--- config.mk ---
export PLATFORM = sky130hd
export DESIGN_NAME = ic_tag_array
export DESIGN_NICKNAME = d
export VERILOG_FILES = /design/src/hdl/ic_pkg.sv /design/src/hdl/ic_tag_array.sv
export SDC_FILE = /design/constraint.sdc
export NUM_CORES = 2
export LEC_CHECK = 0
export ABC_AREA = 1
export BUFFER_PORTS_ARGS = -buffer_cell sky130_fd_sc_hd__buf_2
export CORE_MARGIN = 2
export CORE_UTILIZATION = 27
export DETAILED_ROUTE_END_ITERATION = 12
export HOLD_SLACK_MARGIN = 0.1
export PLACE_DENSITY = 0.51
export SLEW_MARGIN = 10
export SYNTH_ARGS = -nofsm -noshare
export SYNTH_HDL_FRONTEND = slang
export SYNTH_SLANG_ARGS = --single-unit
--- constraint.sdc ---
create_clock -name clk -period 4.2 [get_ports clk]
set_input_delay 0.84 -clock clk [delete_from_list [all_inputs] [get_ports clk]]
set_output_delay 0.84 -clock clk [all_outputs]
set_load 0.02 [all_outputs]
--- src/hdl/ic_pkg.sv ---
`default_nettype none

package ic_pkg;

    // cache geometry
    localparam int WAY_CNT    = 2;
    localparam int SET_CNT    = 64;
    localparam int LINE_WORDS = 4;

    typedef logic [31:0] addr_t;
    typedef logic [31:0] word_t;
    // address split is tag [31:10], index [9:4], word [3:2]
    typedef logic [21:0] tag_t;
    typedef logic [5:0]  index_t;
    typedef logic [1:0]  word_sel_t;
    typedef logic [1:0]  way_vec_t;
    typedef logic [0:0]  way_t;
    typedef logic [1:0]  cacheop_t;

    // maintenance operation codes
    localparam cacheop_t CACHEOP_INDEX_INV = 2'b01;
    localparam cacheop_t CACHEOP_HIT_INV   = 2'b10;

    typedef enum logic [2:0] {
        ST_LOOKUP,
        ST_INV_READ,
        ST_INV_WRITE,
        ST_BUS_REQ,
        ST_FILL,
        ST_REFILL_RESP
    } ctrl_state_t;

endpackage

`default_nettype wire

--- src/hdl/ic_tag_array.sv ---
`timescale 1ns/1ns
`default_nettype none

module ic_tag_array (
    input  logic             clk,
    input  logic             rst_n,
    input  logic             rd_en_i,
    input  ic_pkg::index_t   index_i,
    input  ic_pkg::tag_t     tag_i,
    input  ic_pkg::way_vec_t wr_en_i,
    input  logic             wr_valid_i,
    output ic_pkg::way_vec_t hit_o
);

    ic_pkg::tag_t tag_mem [ic_pkg::WAY_CNT][ic_pkg::SET_CNT];
    logic [ic_pkg::SET_CNT-1:0] valid_q [ic_pkg::WAY_CNT];

    // valid bits per way and set
    always_ff @(posedge clk) begin
        if (!rst_n) begin
            for (int w = 0; w < ic_pkg::WAY_CNT; w++) begin
                valid_q[w] <= '0;
            end
        end else begin
            for (int w = 0; w < ic_pkg::WAY_CNT; w++) begin
                if (wr_en_i[w]) begin
                    valid_q[w][index_i] <= wr_valid_i;
                end
            end
        end
    end

    // tag storage
    always_ff @(posedge clk) begin
        for (int w = 0; w < ic_pkg::WAY_CNT; w++) begin
            if (wr_en_i[w]) begin
                tag_mem[w][index_i] <= tag_i;
            end
        end
    end

    // compare against the incoming tag, result seen next cycle
    // hit_o holds while no read is issued
    always_ff @(posedge clk) begin
        if (!rst_n) begin
            hit_o <= '0;
        end else if (rd_en_i) begin
            for (int w = 0; w < ic_pkg::WAY_CNT; w++) begin
                hit_o[w] <= valid_q[w][index_i] && (tag_mem[w][index_i] == tag_i);
            end
        end
    end

    // refill only follows a miss, so a line never sits in two ways
    hit_onehot_a: assert property (
        @(posedge clk) disable iff (!rst_n)
        $onehot0(hit_o)
    );

endmodule

`default_nettype wire

==> metrics.md <==
| Metric | Value |
|---|---|
| DRC errors left | 0 |
| Crit-path slowest cell | nor2_1 |
| Starting density of the core | 0.270 |
| Hold-fix buffers, CTS | 0 |
| Top cell by count, worst path | nand2_1 |
| # clock sinks | ~2900 |
| Area Growth Syn to Fin | 16.1% |
| YS warnings | 0 |
| Routed len/inst | 21.4 µm |
| Largest net degree at the start of global routing | between 100 and 150 |
| FF+latch count, synth | between 2000 and 3000 |
| Reg2Reg Setup Slack | 1520 ps |
| CP top delay family | simple AND/OR/NAND/NOR gates |
| Post-route cell area | 0.145 mm² |
| CP Class | input port to flip-flop |
| Via count | a little over 80000 |
| Nets | 12044 |
| Dpl cells | 17879 |
| DRT iter0 DRCs | roughly 8400 |
| Total of max-cap violations | 0 |
| Chip height | 685 µm |
| PwrDens | 437 mW/mm² |
| Initial antenna violation count | 21 |
| First-pass DRT Iterations | 9 |
| Cell area after synthesis | 0.125 mm² |
| Final Cycle Share | 0.729 |
| Worst setup SP type | input port |
| GR Overflow Total | 0 |
| Reg2reg start | tag_mem[0][2812]$_DFFE_PP_ |
| P_leak | 57.9 nW |
| Critical Path AT | a little under 4000 ps |
| Ports | 36 |
| Syn Area/Cell | 10.6 µm² |
| Combinational family with the most area after synthesis | simple AND/OR/NAND/NOR gates |
| Max Slew Vio Count | 0 |
| Mapped Cells | 11813 |
| Fillers | 46702 |
| Worst Setup End Kind | flip-flop |
| Clk slew on worst S/H paths | 60 ps |
| RSZ-0062 raised after global routing | false |
| Worst Skew | 46.1 ps |
| Buf+Inv Stages, Crit Path | 5 |
| Slew @ Worst Pin | 1070 ps |
| GRT Total Usage | 0.163 |
| Vias per cell | 4.49 |
| Crit path cell chain | buf_12 -> inv_8 -> buf_12 -> buf_4 -> or2_2 -> nand2_1 -> nand2_1 -> o21ai_1 -> nand2_1 -> nor2_1 -> buf_4 -> nand2_1 -> nand2_1 -> nand2_1 -> nor2_1 -> nand2_1 -> nor2_1 -> nand3_1 -> a21oi_1 |
| Vias in the first global route | between 70000 and 80000 |
| Final Routed Wirelength | 393000 µm |
| Final hold vios | 0 |
| Worst Hold Launch | tag_i[2] |
| DP Worst Slack | 292 ps |
| Worst setup path startpoint | index_i[0] |
| Syn_nets | 11847 |
| Mux cell area share after synthesis | 0 |
| Share of cells above drive strength 1 | 0.106 |
| Crit path largest cell delay | 300 ps |
| Synth cell types | 25 |
| Post-DRT Antenna Nets | 0 |
| Critical path data required time | 5000 ps |
| Post-synthesis adder-cell area fraction | 0 |
| Synth Area in Compound Gates | 0.0322 |
| Setup Total Neg Slack | 0 ps |
| Status | finished, final reports clean |
| H-tree depth | 5 |
| Post-DP HPWL | roughly 230000 µm |
| Synth Area in XOR/XNOR | 0 |
| Min-Delay Path Class | input port to flip-flop |
| First-pass GRT wire length | between 500000 and 600000 µm |
| Final WS setup | 1140 ps |
| CTS tree | built |
| Chip Width | approximately 680 µm |
| Core area | 0.463 mm² |
| Final setup viols | 0 |
| Post-CTS resize count | 0 |
| Port bufs | 35 |
| RePlAce Congestion | 0.902 |
| CTS max path bufs | 4 |
| Seq/Total Area, Yosys | 0.707 |
| Placed instance area | 0.136 mm² |
| Finished Core Util | 0.314 |
| Slew margin rel. | 0.287 |
| TritonCTS buffer count | 303 |
| Post-Layout Cell Count | between 15000 and 20000 |
| Post-CTS Setup Bufs | 0 |
| Rows | 250 |
| CTS Root Cell | clkbuf_16 |
| Achievable frequency | around 330 MHz |
| Final min period | 3060 ps |
| Worst skew pair latency | 900 ps |
| CP max FO | 35 |
| Worst VDD drop | 0.295 mV |
| Simple-Gate Fraction of Synth Area | 0.205 |
| Die ar. | 0.469 mm² |
final timing paths:
kind                              endpoint  cells after the start
setup / recovery     hit_o[1]$_SDFFE_PN0P_                     19
hold / removal    tag_mem[0][90]$_DFFE_PP_                      1
setup reg to reg     hit_o[1]$_SDFFE_PN0P_                     14
hold reg to reg      hit_o[1]$_SDFFE_PN0P_                      2
stage by stage:
step	hold slack [ps]	total power, mW
2_1_floorplan	537	35.4
3_3_place_gp	697	37.5
3_5_place_dp	693	37.5
4_1_cts	272	64.0
5_1_grt	290	65.4
6_report	333	63.5
sequential cells by signal, summed over array words and instances, names as in the netlist:
signal / cells
tag_mem: 2816
valid_q: 128
hit_o: 2
synth_stat cells:
master / count / area [µm²]
nand3_1: 567 / 2840
inv_2: 2 / 7.51
or2_2: 268 / 1680
o211ai_1: 198 / 1490
o21ai_0: 292 / 1460
or2_1: 25 / 156
clkbuf_1: 209 / 785
buf_1: 48 / 180
nor3_1: 8 / 40.0
buf_2: 321 / 1610
o211a_1: 1 / 10.0
o21ai_1: 210 / 1050
dfxtp_1: 2 / 40.0
nor2_1: 709 / 2660
buf_6: 2 / 22.5
nand4_1: 14 / 87.6
buf_4: 20 / 150
nand3b_1: 7 / 52.6
edfxtp_1: 2944 / 88400
inv_1: 1117 / 4190
clkbuf_2: 1 / 5.00
nand2_1: 4840 / 18200
or2_0: 1 / 6.26
nor2_2: 3 / 18.8
a21oi_1: 4 / 20.0
power by group:
part / internal (mW) / switching, mW / leakage [nW] / total (mW)
Combinational: 1.07 / 3.09 / 26.7 / 4.16
Sequential: 32.7 / 0.0633 / 26.6 / 32.7
Clock: 15.2 / 11.4 / 4.59 / 26.6
kinds of logic (layout without fill, tap and decap cells):
group           count (synthesis)  in the layout
simple gates                 6442           6442
compound gates                705            705
buf+inv                      1720           2136
other cells                     0             12
flops                        2946           2946
metal layers:
metal	track usage	wire length, µm	vias to the layer above
met5	0	20	-
li1	-	-	38999
met2	0.269	184000	2528
met1	0.223	173000	40682
met4	0.0533	13400	2
met3	0.0187	22900	555
worst register-to-register path, cell delays in order (launching register included):
cell and delay, ps:
edfxtp_1 340, or2_2 270, nand3_1 70, nand2_1 60, o21ai_1 520, nand2_1 180, nor2_1 370, nand2_1 120
nand2_1 90, nand2_1 70, nor2_1 100, nand2_1 70, nor2_1 130, nand3_1 100, a21oi_1 120
final cells by class:
type	count	area [µm²]	area share
tap	6174	7720	0.0532
clock inverter	134	1380	0.00952
timing repair buffer	493	5200	0.0358
sequential	2946	88400	0.609
inverter	1119	4230	0.0291
antenna	12	30.0	0.000207
clock buffer	390	8080	0.0556
multi-input combinational	7147	30200	0.208
layout by cell type, fill, tap and decap left out, types with 30 or more instances in the layout:
| cell | instances |
|---|---|
| clkinv_2 | 30 |
| or2_2 | 268 |
| nor2_1 | 581 |
| buf_4 | 348 |
| inv_1 | 1113 |
| nor2_2 | 113 |
| o21ai_1 | 210 |
| clkbuf_1 | 79 |
| nand2_1 | 4839 |
| clkinv_1 | 57 |
| nand3_1 | 567 |
| clkbuf_16 | 311 |
| edfxtp_1 | 2944 |
| buf_12 | 115 |
| o211ai_1 | 198 |
| o21ai_0 | 292 |
Note: power is estimated with default switching activity, not from simulation.
