### config.mk
export PLATFORM = sky130hd
export DESIGN_NAME = ic_ctrl
export DESIGN_NICKNAME = d
export VERILOG_FILES = /design/src/hdl/ic_pkg.sv /design/src/hdl/ic_ctrl.sv
export SDC_FILE = /design/constraint.sdc
export NUM_CORES = 1
export LEC_CHECK = 0
export BUFFER_PORTS_ARGS = -buffer_cell sky130_fd_sc_hd__buf_4
export CORE_AREA = 3 3 169 171
export CTS_BUF_LIST = sky130_fd_sc_hd__clkbuf_8
export CTS_CLUSTER_SIZE = 12
export DETAILED_ROUTE_END_ITERATION = 6
export DIE_AREA = 0 0 172 174
export GPL_TIMING_DRIVEN = 0
export PLACE_DENSITY = 0.6
export SLEW_MARGIN = 25
export SYNTH_ARGS = -nofsm -noshare
export SYNTH_HDL_FRONTEND = slang
export SYNTH_SLANG_ARGS = --single-unit
export TNS_END_PERCENT = 50
### constraint.sdc
create_clock -name clk -period 4.41 [get_ports clk]
set_clock_uncertainty 0.05 [all_clocks]
set_input_delay 1.1025 -clock clk [delete_from_list [all_inputs] [get_ports clk]]
set_output_delay 1.1025 -clock clk [all_outputs]
set_load 0.005 [all_outputs]
### src/hdl/ic_pkg.sv
`default_nettype none

package ic_pkg;

    // cache geometry
    localparam int WAY_CNT    = 2;
    localparam int SET_CNT    = 64;
    localparam int LINE_WORDS = 4;

    typedef logic [31:0] addr_t;
    typedef logic [31:0] word_t;
    // address split is tag [31:10], index [9:4], word [3:2]
    typedef logic [21:0] tag_t;
    typedef logic [5:0]  index_t;
    typedef logic [1:0]  word_sel_t;
    typedef logic [1:0]  way_vec_t;
    typedef logic [0:0]  way_t;
    typedef logic [1:0]  cacheop_t;

    // maintenance operation codes
    localparam cacheop_t CACHEOP_INDEX_INV = 2'b01;
    localparam cacheop_t CACHEOP_HIT_INV   = 2'b10;

    typedef enum logic [2:0] {
        ST_LOOKUP,
        ST_INV_READ,
        ST_INV_WRITE,
        ST_BUS_REQ,
        ST_FILL,
        ST_REFILL_RESP
    } ctrl_state_t;

endpackage

`default_nettype wire

### src/hdl/ic_ctrl.sv
`timescale 1ns/1ns
`default_nettype none

module ic_ctrl (
    input  logic              clk,
    input  logic              rst_n,
    input  logic              fetch_valid_i,
    input  ic_pkg::addr_t     fetch_pc_i,
    output logic              ready_o,
    output logic              resp_valid_o,
    output ic_pkg::addr_t     resp_pc_o,
    output ic_pkg::word_t     resp_inst0_o,
    output ic_pkg::word_t     resp_inst1_o,
    input  logic              resp_ready_i,
    input  logic              cacheop_valid_i,
    input  ic_pkg::cacheop_t  cacheop_i,
    input  ic_pkg::addr_t     cacheop_addr_i,
    output logic              cacheop_ready_o,
    output logic              bus_req_valid_o,
    output ic_pkg::addr_t     bus_req_addr_o,
    input  logic              bus_req_ready_i,
    input  logic              bus_data_valid_i,
    input  ic_pkg::word_t     bus_data_i,
    input  logic              bus_data_last_i,
    output logic              arr_rd_en_o,
    output ic_pkg::index_t    arr_index_o,
    output ic_pkg::tag_t      arr_tag_o,
    output logic              arr_rd_pair_o,
    output ic_pkg::way_vec_t  tag_wr_en_o,
    output logic              tag_wr_valid_o,
    output logic              data_wr_en_o,
    output ic_pkg::way_t      data_wr_way_o,
    output ic_pkg::word_sel_t data_wr_word_o,
    output ic_pkg::word_t     data_wr_data_o,
    input  ic_pkg::way_vec_t  hit_i,
    input  ic_pkg::word_t     rd_way0_inst0_i,
    input  ic_pkg::word_t     rd_way0_inst1_i,
    input  ic_pkg::word_t     rd_way1_inst0_i,
    input  ic_pkg::word_t     rd_way1_inst1_i
);

    ic_pkg::ctrl_state_t state_q, state_d;
    logic                lk_valid_q;
    ic_pkg::addr_t       lk_pc_q;
    ic_pkg::cacheop_t    op_q;
    ic_pkg::addr_t       op_addr_q;
    ic_pkg::word_sel_t   beat_q;
    ic_pkg::word_t       fill_inst0_q, fill_inst1_q;
    logic [7:0]          lfsr_q;
    ic_pkg::way_t        victim_way;
    logic                lk_hit, lk_miss, fetch_fire, cacheop_fire;

    assign lk_hit  = lk_valid_q && (|hit_i);
    assign lk_miss = lk_valid_q && !(|hit_i);

    // output slot frees when empty or drained this cycle; cache ops win
    assign ready_o = (state_q == ic_pkg::ST_LOOKUP) && !cacheop_valid_i &&
                     (!lk_valid_q || (lk_hit && resp_ready_i));
    assign cacheop_ready_o = (state_q == ic_pkg::ST_LOOKUP) && !lk_valid_q;
    assign fetch_fire      = fetch_valid_i && ready_o;
    assign cacheop_fire    = cacheop_valid_i && cacheop_ready_o;
    assign victim_way      = lfsr_q[0];

    always_comb begin
        state_d = state_q;
        case (state_q)
            ic_pkg::ST_LOOKUP: begin
                if (cacheop_fire) begin
                    state_d = ic_pkg::ST_INV_READ;
                end else if (lk_miss) begin
                    state_d = ic_pkg::ST_BUS_REQ;
                end
            end
            ic_pkg::ST_INV_READ:  state_d = ic_pkg::ST_INV_WRITE;
            ic_pkg::ST_INV_WRITE: state_d = ic_pkg::ST_LOOKUP;
            ic_pkg::ST_BUS_REQ: begin
                if (bus_req_ready_i) begin
                    state_d = ic_pkg::ST_FILL;
                end
            end
            ic_pkg::ST_FILL: begin
                if (bus_data_valid_i && bus_data_last_i) begin
                    state_d = ic_pkg::ST_REFILL_RESP;
                end
            end
            ic_pkg::ST_REFILL_RESP: begin
                if (resp_ready_i) begin
                    state_d = ic_pkg::ST_LOOKUP;
                end
            end
            default: state_d = ic_pkg::ST_LOOKUP;
        endcase
    end

    always_ff @(posedge clk) begin
        if (!rst_n) begin
            state_q    <= ic_pkg::ST_LOOKUP;
            lk_valid_q <= 1'b0;
            beat_q     <= '0;
            lfsr_q     <= 8'h5a;
        end else begin
            state_q <= state_d;
            if (state_q == ic_pkg::ST_LOOKUP) begin
                if (lk_miss) begin
                    lk_valid_q <= 1'b0;
                end else if (!lk_valid_q || resp_ready_i) begin
                    lk_valid_q <= fetch_fire;
                end
            end
            if (state_q == ic_pkg::ST_BUS_REQ) begin
                beat_q <= '0;
            end else if (data_wr_en_o) begin
                beat_q <= beat_q + 2'd1;
            end
            // victim moves on once per refill, x^8+x^6+x^5+x^4+1
            if (data_wr_en_o && bus_data_last_i) begin
                lfsr_q <= {lfsr_q[6:0], lfsr_q[7] ^ lfsr_q[5] ^ lfsr_q[4] ^ lfsr_q[3]};
            end
        end
    end

    always_ff @(posedge clk) begin
        if (fetch_fire) begin
            lk_pc_q <= fetch_pc_i;
        end
        if (cacheop_fire) begin
            op_q      <= cacheop_i;
            op_addr_q <= cacheop_addr_i;
        end
        // keep the two beats of the requested half line
        if (data_wr_en_o && (beat_q[1] == lk_pc_q[3])) begin
            if (beat_q[0]) begin
                fill_inst1_q <= bus_data_i;
            end else begin
                fill_inst0_q <= bus_data_i;
            end
        end
    end

    // array address source follows the state
    always_comb begin
        arr_rd_en_o    = fetch_fire || (state_q == ic_pkg::ST_INV_READ);
        arr_rd_pair_o  = fetch_pc_i[3];
        arr_index_o    = lk_pc_q[9:4];
        arr_tag_o      = lk_pc_q[31:10];
        tag_wr_en_o    = '0;
        tag_wr_valid_o = (state_q == ic_pkg::ST_FILL);
        if (state_q == ic_pkg::ST_LOOKUP) begin
            arr_index_o = fetch_pc_i[9:4];
            arr_tag_o   = fetch_pc_i[31:10];
        end else if (state_q == ic_pkg::ST_INV_READ || state_q == ic_pkg::ST_INV_WRITE) begin
            arr_index_o = op_addr_q[9:4];
            arr_tag_o   = op_addr_q[31:10];
        end
        if (state_q == ic_pkg::ST_INV_WRITE) begin
            if (op_q == ic_pkg::CACHEOP_INDEX_INV) begin
                tag_wr_en_o = '1;
            end else if (op_q == ic_pkg::CACHEOP_HIT_INV) begin
                tag_wr_en_o = hit_i;
            end
        end else if (data_wr_en_o && bus_data_last_i) begin
            tag_wr_en_o[victim_way] = 1'b1;
        end
    end

    assign data_wr_en_o   = (state_q == ic_pkg::ST_FILL) && bus_data_valid_i;
    assign data_wr_way_o  = victim_way;
    assign data_wr_word_o = beat_q;
    assign data_wr_data_o = bus_data_i;

    assign bus_req_valid_o = (state_q == ic_pkg::ST_BUS_REQ);
    assign bus_req_addr_o  = {lk_pc_q[31:4], 4'b0000};

    // hit data goes straight from the array registers
    always_comb begin
        resp_pc_o    = lk_pc_q;
        resp_valid_o = (state_q == ic_pkg::ST_LOOKUP) && lk_hit;
        resp_inst0_o = hit_i[1] ? rd_way1_inst0_i : rd_way0_inst0_i;
        resp_inst1_o = hit_i[1] ? rd_way1_inst1_i : rd_way0_inst1_i;
        if (state_q == ic_pkg::ST_REFILL_RESP) begin
            resp_valid_o = 1'b1;
            resp_inst0_o = fill_inst0_q;
            resp_inst1_o = fill_inst1_q;
        end
    end

    bus_req_stable_a: assert property (
        @(posedge clk) disable iff (!rst_n)
        bus_req_valid_o && !bus_req_ready_i |=> bus_req_valid_o && $stable(bus_req_addr_o)
    );

    // arrays and lookup stage must all freeze under back-pressure
    resp_stable_a: assert property (
        @(posedge clk) disable iff (!rst_n)
        resp_valid_o && !resp_ready_i |=> resp_valid_o && $stable(resp_pc_o) &&
            $stable(resp_inst0_o) && $stable(resp_inst1_o)
    );

endmodule

`default_nettype wire

==> qor.txt <==
Sw Pwr = 1.14 mW
Drt pass-1 iters = 4
Mapped cell area = 7050 um^2
HP Start = lfsr_q[2]
Worst-path fanout max = 10
Place WS = 0.431 ns
ANT nets after route = 0
Reg area = 4060 um^2
Hold buffers post-CTS = 0
CTS Root Cell = clkbuf_8
Non-Filler Instances = 1,420
Avg Cell Area, Syn = 11.6 um^2
Critical path buffer and inverter count = 4
Worst path cell trace = clkbuf_1, buf_4, buf_2, a21oi_1, o31ai_1, buf_4
Setup Buffers After CTS = 0
Gr busiest metal = met2
Largest family of logic cells by synthesized area = multiplexers
# rows = 60
Clk slew on worst S/H paths = 0.08 ns
Grt met1 use = 22.6%
CP max-delay cell = buf_2
Fmax = 261 MHz
Internal Power = 2.77 mW
Filler cells = 2,684
Unrepaired setup endpoints after global routing = false
Routed WL = 27,700 um
Ratio of final minimum period to clock period = 87.0%
Multi-input logic area = 2300 um^2
WL/cell = 19.5 um
Initial antenna violation count = 0
Met3 GRT Util = 2.93%
Layout net count = 1,302
GRT met2 Usage = 30.5%
Comb power frac = 31.8%
Cells after Synth = 608
CP Capture Type = primary output
Sw frac = 29.1%
DRT iter0 DRCs = 338
Final slew viol count = 0
Worst R2R End = fill_inst1_q[23]
# IOs = 437
Final WS setup = 0.575 ns
Placed Instances = 1,388
HP Class = reg2reg
Die width = 172 um
Setup CP Type = in2out
GPL Wtd Cong = 0.893
# diodes = 0
Core area = 27,000 um^2
Minimum clock period = 3.83 ns
First-pass GRT wire length = 39,300 um
CP endpoint = tag_wr_en_o[1]
Yosys cell types = 36
Clock power frac = 27.8%
Synth Area in Simple Gates = 9.23%
H-tree depth = 4
Total number of vias = 6,252
Count of final setup violators = 0
Initial core utilization = 26.1%
TNS Setup = 0 ns
CP top delay family = buffers and inverters
Cell Pwr Density = 348 nW/um^2
RR Startpoint = state_q[0]
Leak = 5.11 nW
Total CTS buffers = 17
Reg2reg setup slack = 1.52 ns
Share of cells above drive strength 1 = 52.7%
Seq pwr share = 40.5%
DIE AREA = 29,900 um^2
Drt drc = 0
Area fraction in compound gates after synthesis = 8.54%
Worst relative slew slack = 51.3%
Seq/Total Area, Yosys = 57.6%
Vias in the first global route = 6,374
Stages on the worst setup path = 6
Total power = 3.91 mW
Worst hold slack = 0.412 ns
Register bit total from synthesis = 140
Reg2reg path depth = 7
Worst VDD drop = 172 uV
P&R area growth vs syn = 59.3%
Crit. Startpoint = hit_i[1]
Largest net degree at the start of global routing = 24
Crit path launch type = input port
PostCTS Resize Cnt = 0
CP most frequent cell = buf_4
Congestion Overflow GR = 0
CP max stage delay = 0.42 ns
CTS tree = yes
All-Layer GR Usage = 17.6%
Clock Path Buffers = 2
Port Buffer Count = 427
Worst-Skew Late Latency = 0.43 ns
Multiplexer share of the synthesized area = 13.3%
Status = finished, final reports clean
Adder-Cell Fraction of Synth Area = 0%
DPL Wire Length = 22,300 um
Crit path required time = 3.26 ns
CTS Sinks = 140
Routed vias/inst = 4.40
Synth Area in XOR/XNOR = 0.976%
Yosys Warn Count = 0
Die Ht = 174 um
Worst EP arrival = 2.68 ns
Slew at the pin closest to its max-slew limit = 0.727 ns
Max-cap violations = 0
Final hold violations = 0
[routing by layer]
layer  routed length (um)  vias to the layer above
met5                    0                        -
met4                  495                        0
met3                 1320                       28
met2                14300                      201
met1                11600                     3008
li1                     -                     3015
[logic make-up after synthesis]
kind of cell | Yosys count
simple gates | 150
flops | 140
compound gates | 114
buf+inv | 102
mux | 94
xor+xnor | 7
other cells | 1
[worst min-delay path by stage]
stage / endpoint / cells past startpoint
2_1_floorplan: lfsr_q[2] / 2
5_1_grt: lfsr_q[2] / 2
3_5_place_dp: lfsr_q[2] / 2
3_3_place_gp: lfsr_q[7] / 2
4_1_cts: lfsr_q[2] / 2
6_report: lfsr_q[2] / 2
[power groups by stage]
stage / Clock [mW] / Sequential, mW / Combinational, mW
final: 1.09 / 1.58 / 1.24
after detailed placement: 0 / 1.61 / 1.25
after CTS: 1.12 / 1.58 / 1.26
after floorplan: 0 / 1.60 / 0.555
after global placement: 0 / 1.62 / 1.22
after global routing: 1.18 / 1.59 / 1.34
[state kept, by name, summed over array words and instances, names as in the netlist]
name / flops
op_q: 2
state_q: 3
lfsr_q: 8
resp_pc_o: 32
data_wr_word_o: 2
lk_valid_q: 1
op_addr_q: 28
fill_inst1_q: 32
fill_inst0_q: 32
[worst reg2reg max path: stages (launching register included)]
cell and delay [ns]:
dfxtp_1 0.37, buf_6 0.16, nor3b_4 0.38, nand2_1 0.23, nor3b_2 0.65, buf_4 0.32
buf_4 0.21, buf_4 0.21
[final cells by class]
type,instances,share of cell area [%]
Inverter,2,0.0669
Clock buffer,17,2.08
Tap cell,341,3.80
Clock inverter,15,1.56
Timing Repair Buffer,436,29.4
Buffer,100,6.35
Multi-Input combinational cell,369,20.5
Sequential cell,140,36.2
[metrics by stage]
step / util [%] / cell area [um^2]
6_report: 41.5 / 11200
5_1_grt: 41.5 / 11200
4_1_cts: 41.5 / 11200
3_5_place_dp: 40.0 / 10800
3_3_place_gp: 39.6 / 10700
2_1_floorplan: - / 7060
[placed cells by master, fill, tap and decap left out, types with 16 or more instances in the layout]
| cell | instances |
|---|---|
| buf_2 | 19 |
| clkbuf_8 | 17 |
| nor2_1 | 72 |
| buf_4 | 505 |
| mux2i_1 | 94 |
| edfxtp_1 | 126 |
| a21oi_1 | 69 |
| o21ai_0 | 16 |
| nand2_1 | 52 |
| o21ai_1 | 20 |
[synth_stat cells, drive strengths merged]
cell	count	area share (%)
edfxtp	126	54
buf	94	9.8
mux2i	94	13
nor2	75	4.2
a21oi	69	4.9
nand2	52	2.8
o21ai	36	2.6
dfxtp	14	4.0
clkbuf	6	0.32
nand3	6	0.43
a21boi	4	0.43
nor3b	4	0.59
xnor2	4	0.60
nand2b	3	0.27
nor2b	3	0.27
nor3	3	0.21
xor2	3	0.37
inv	2	0.11
o211ai	2	0.28
and3	1	0.089
conb	1	0.053
nand3b	1	0.11
o211a	1	0.14
o31ai	1	0.11
o32ai	1	0.12
or3	1	0.16
or3b	1	0.12
(Power assumes the default switching activity.)
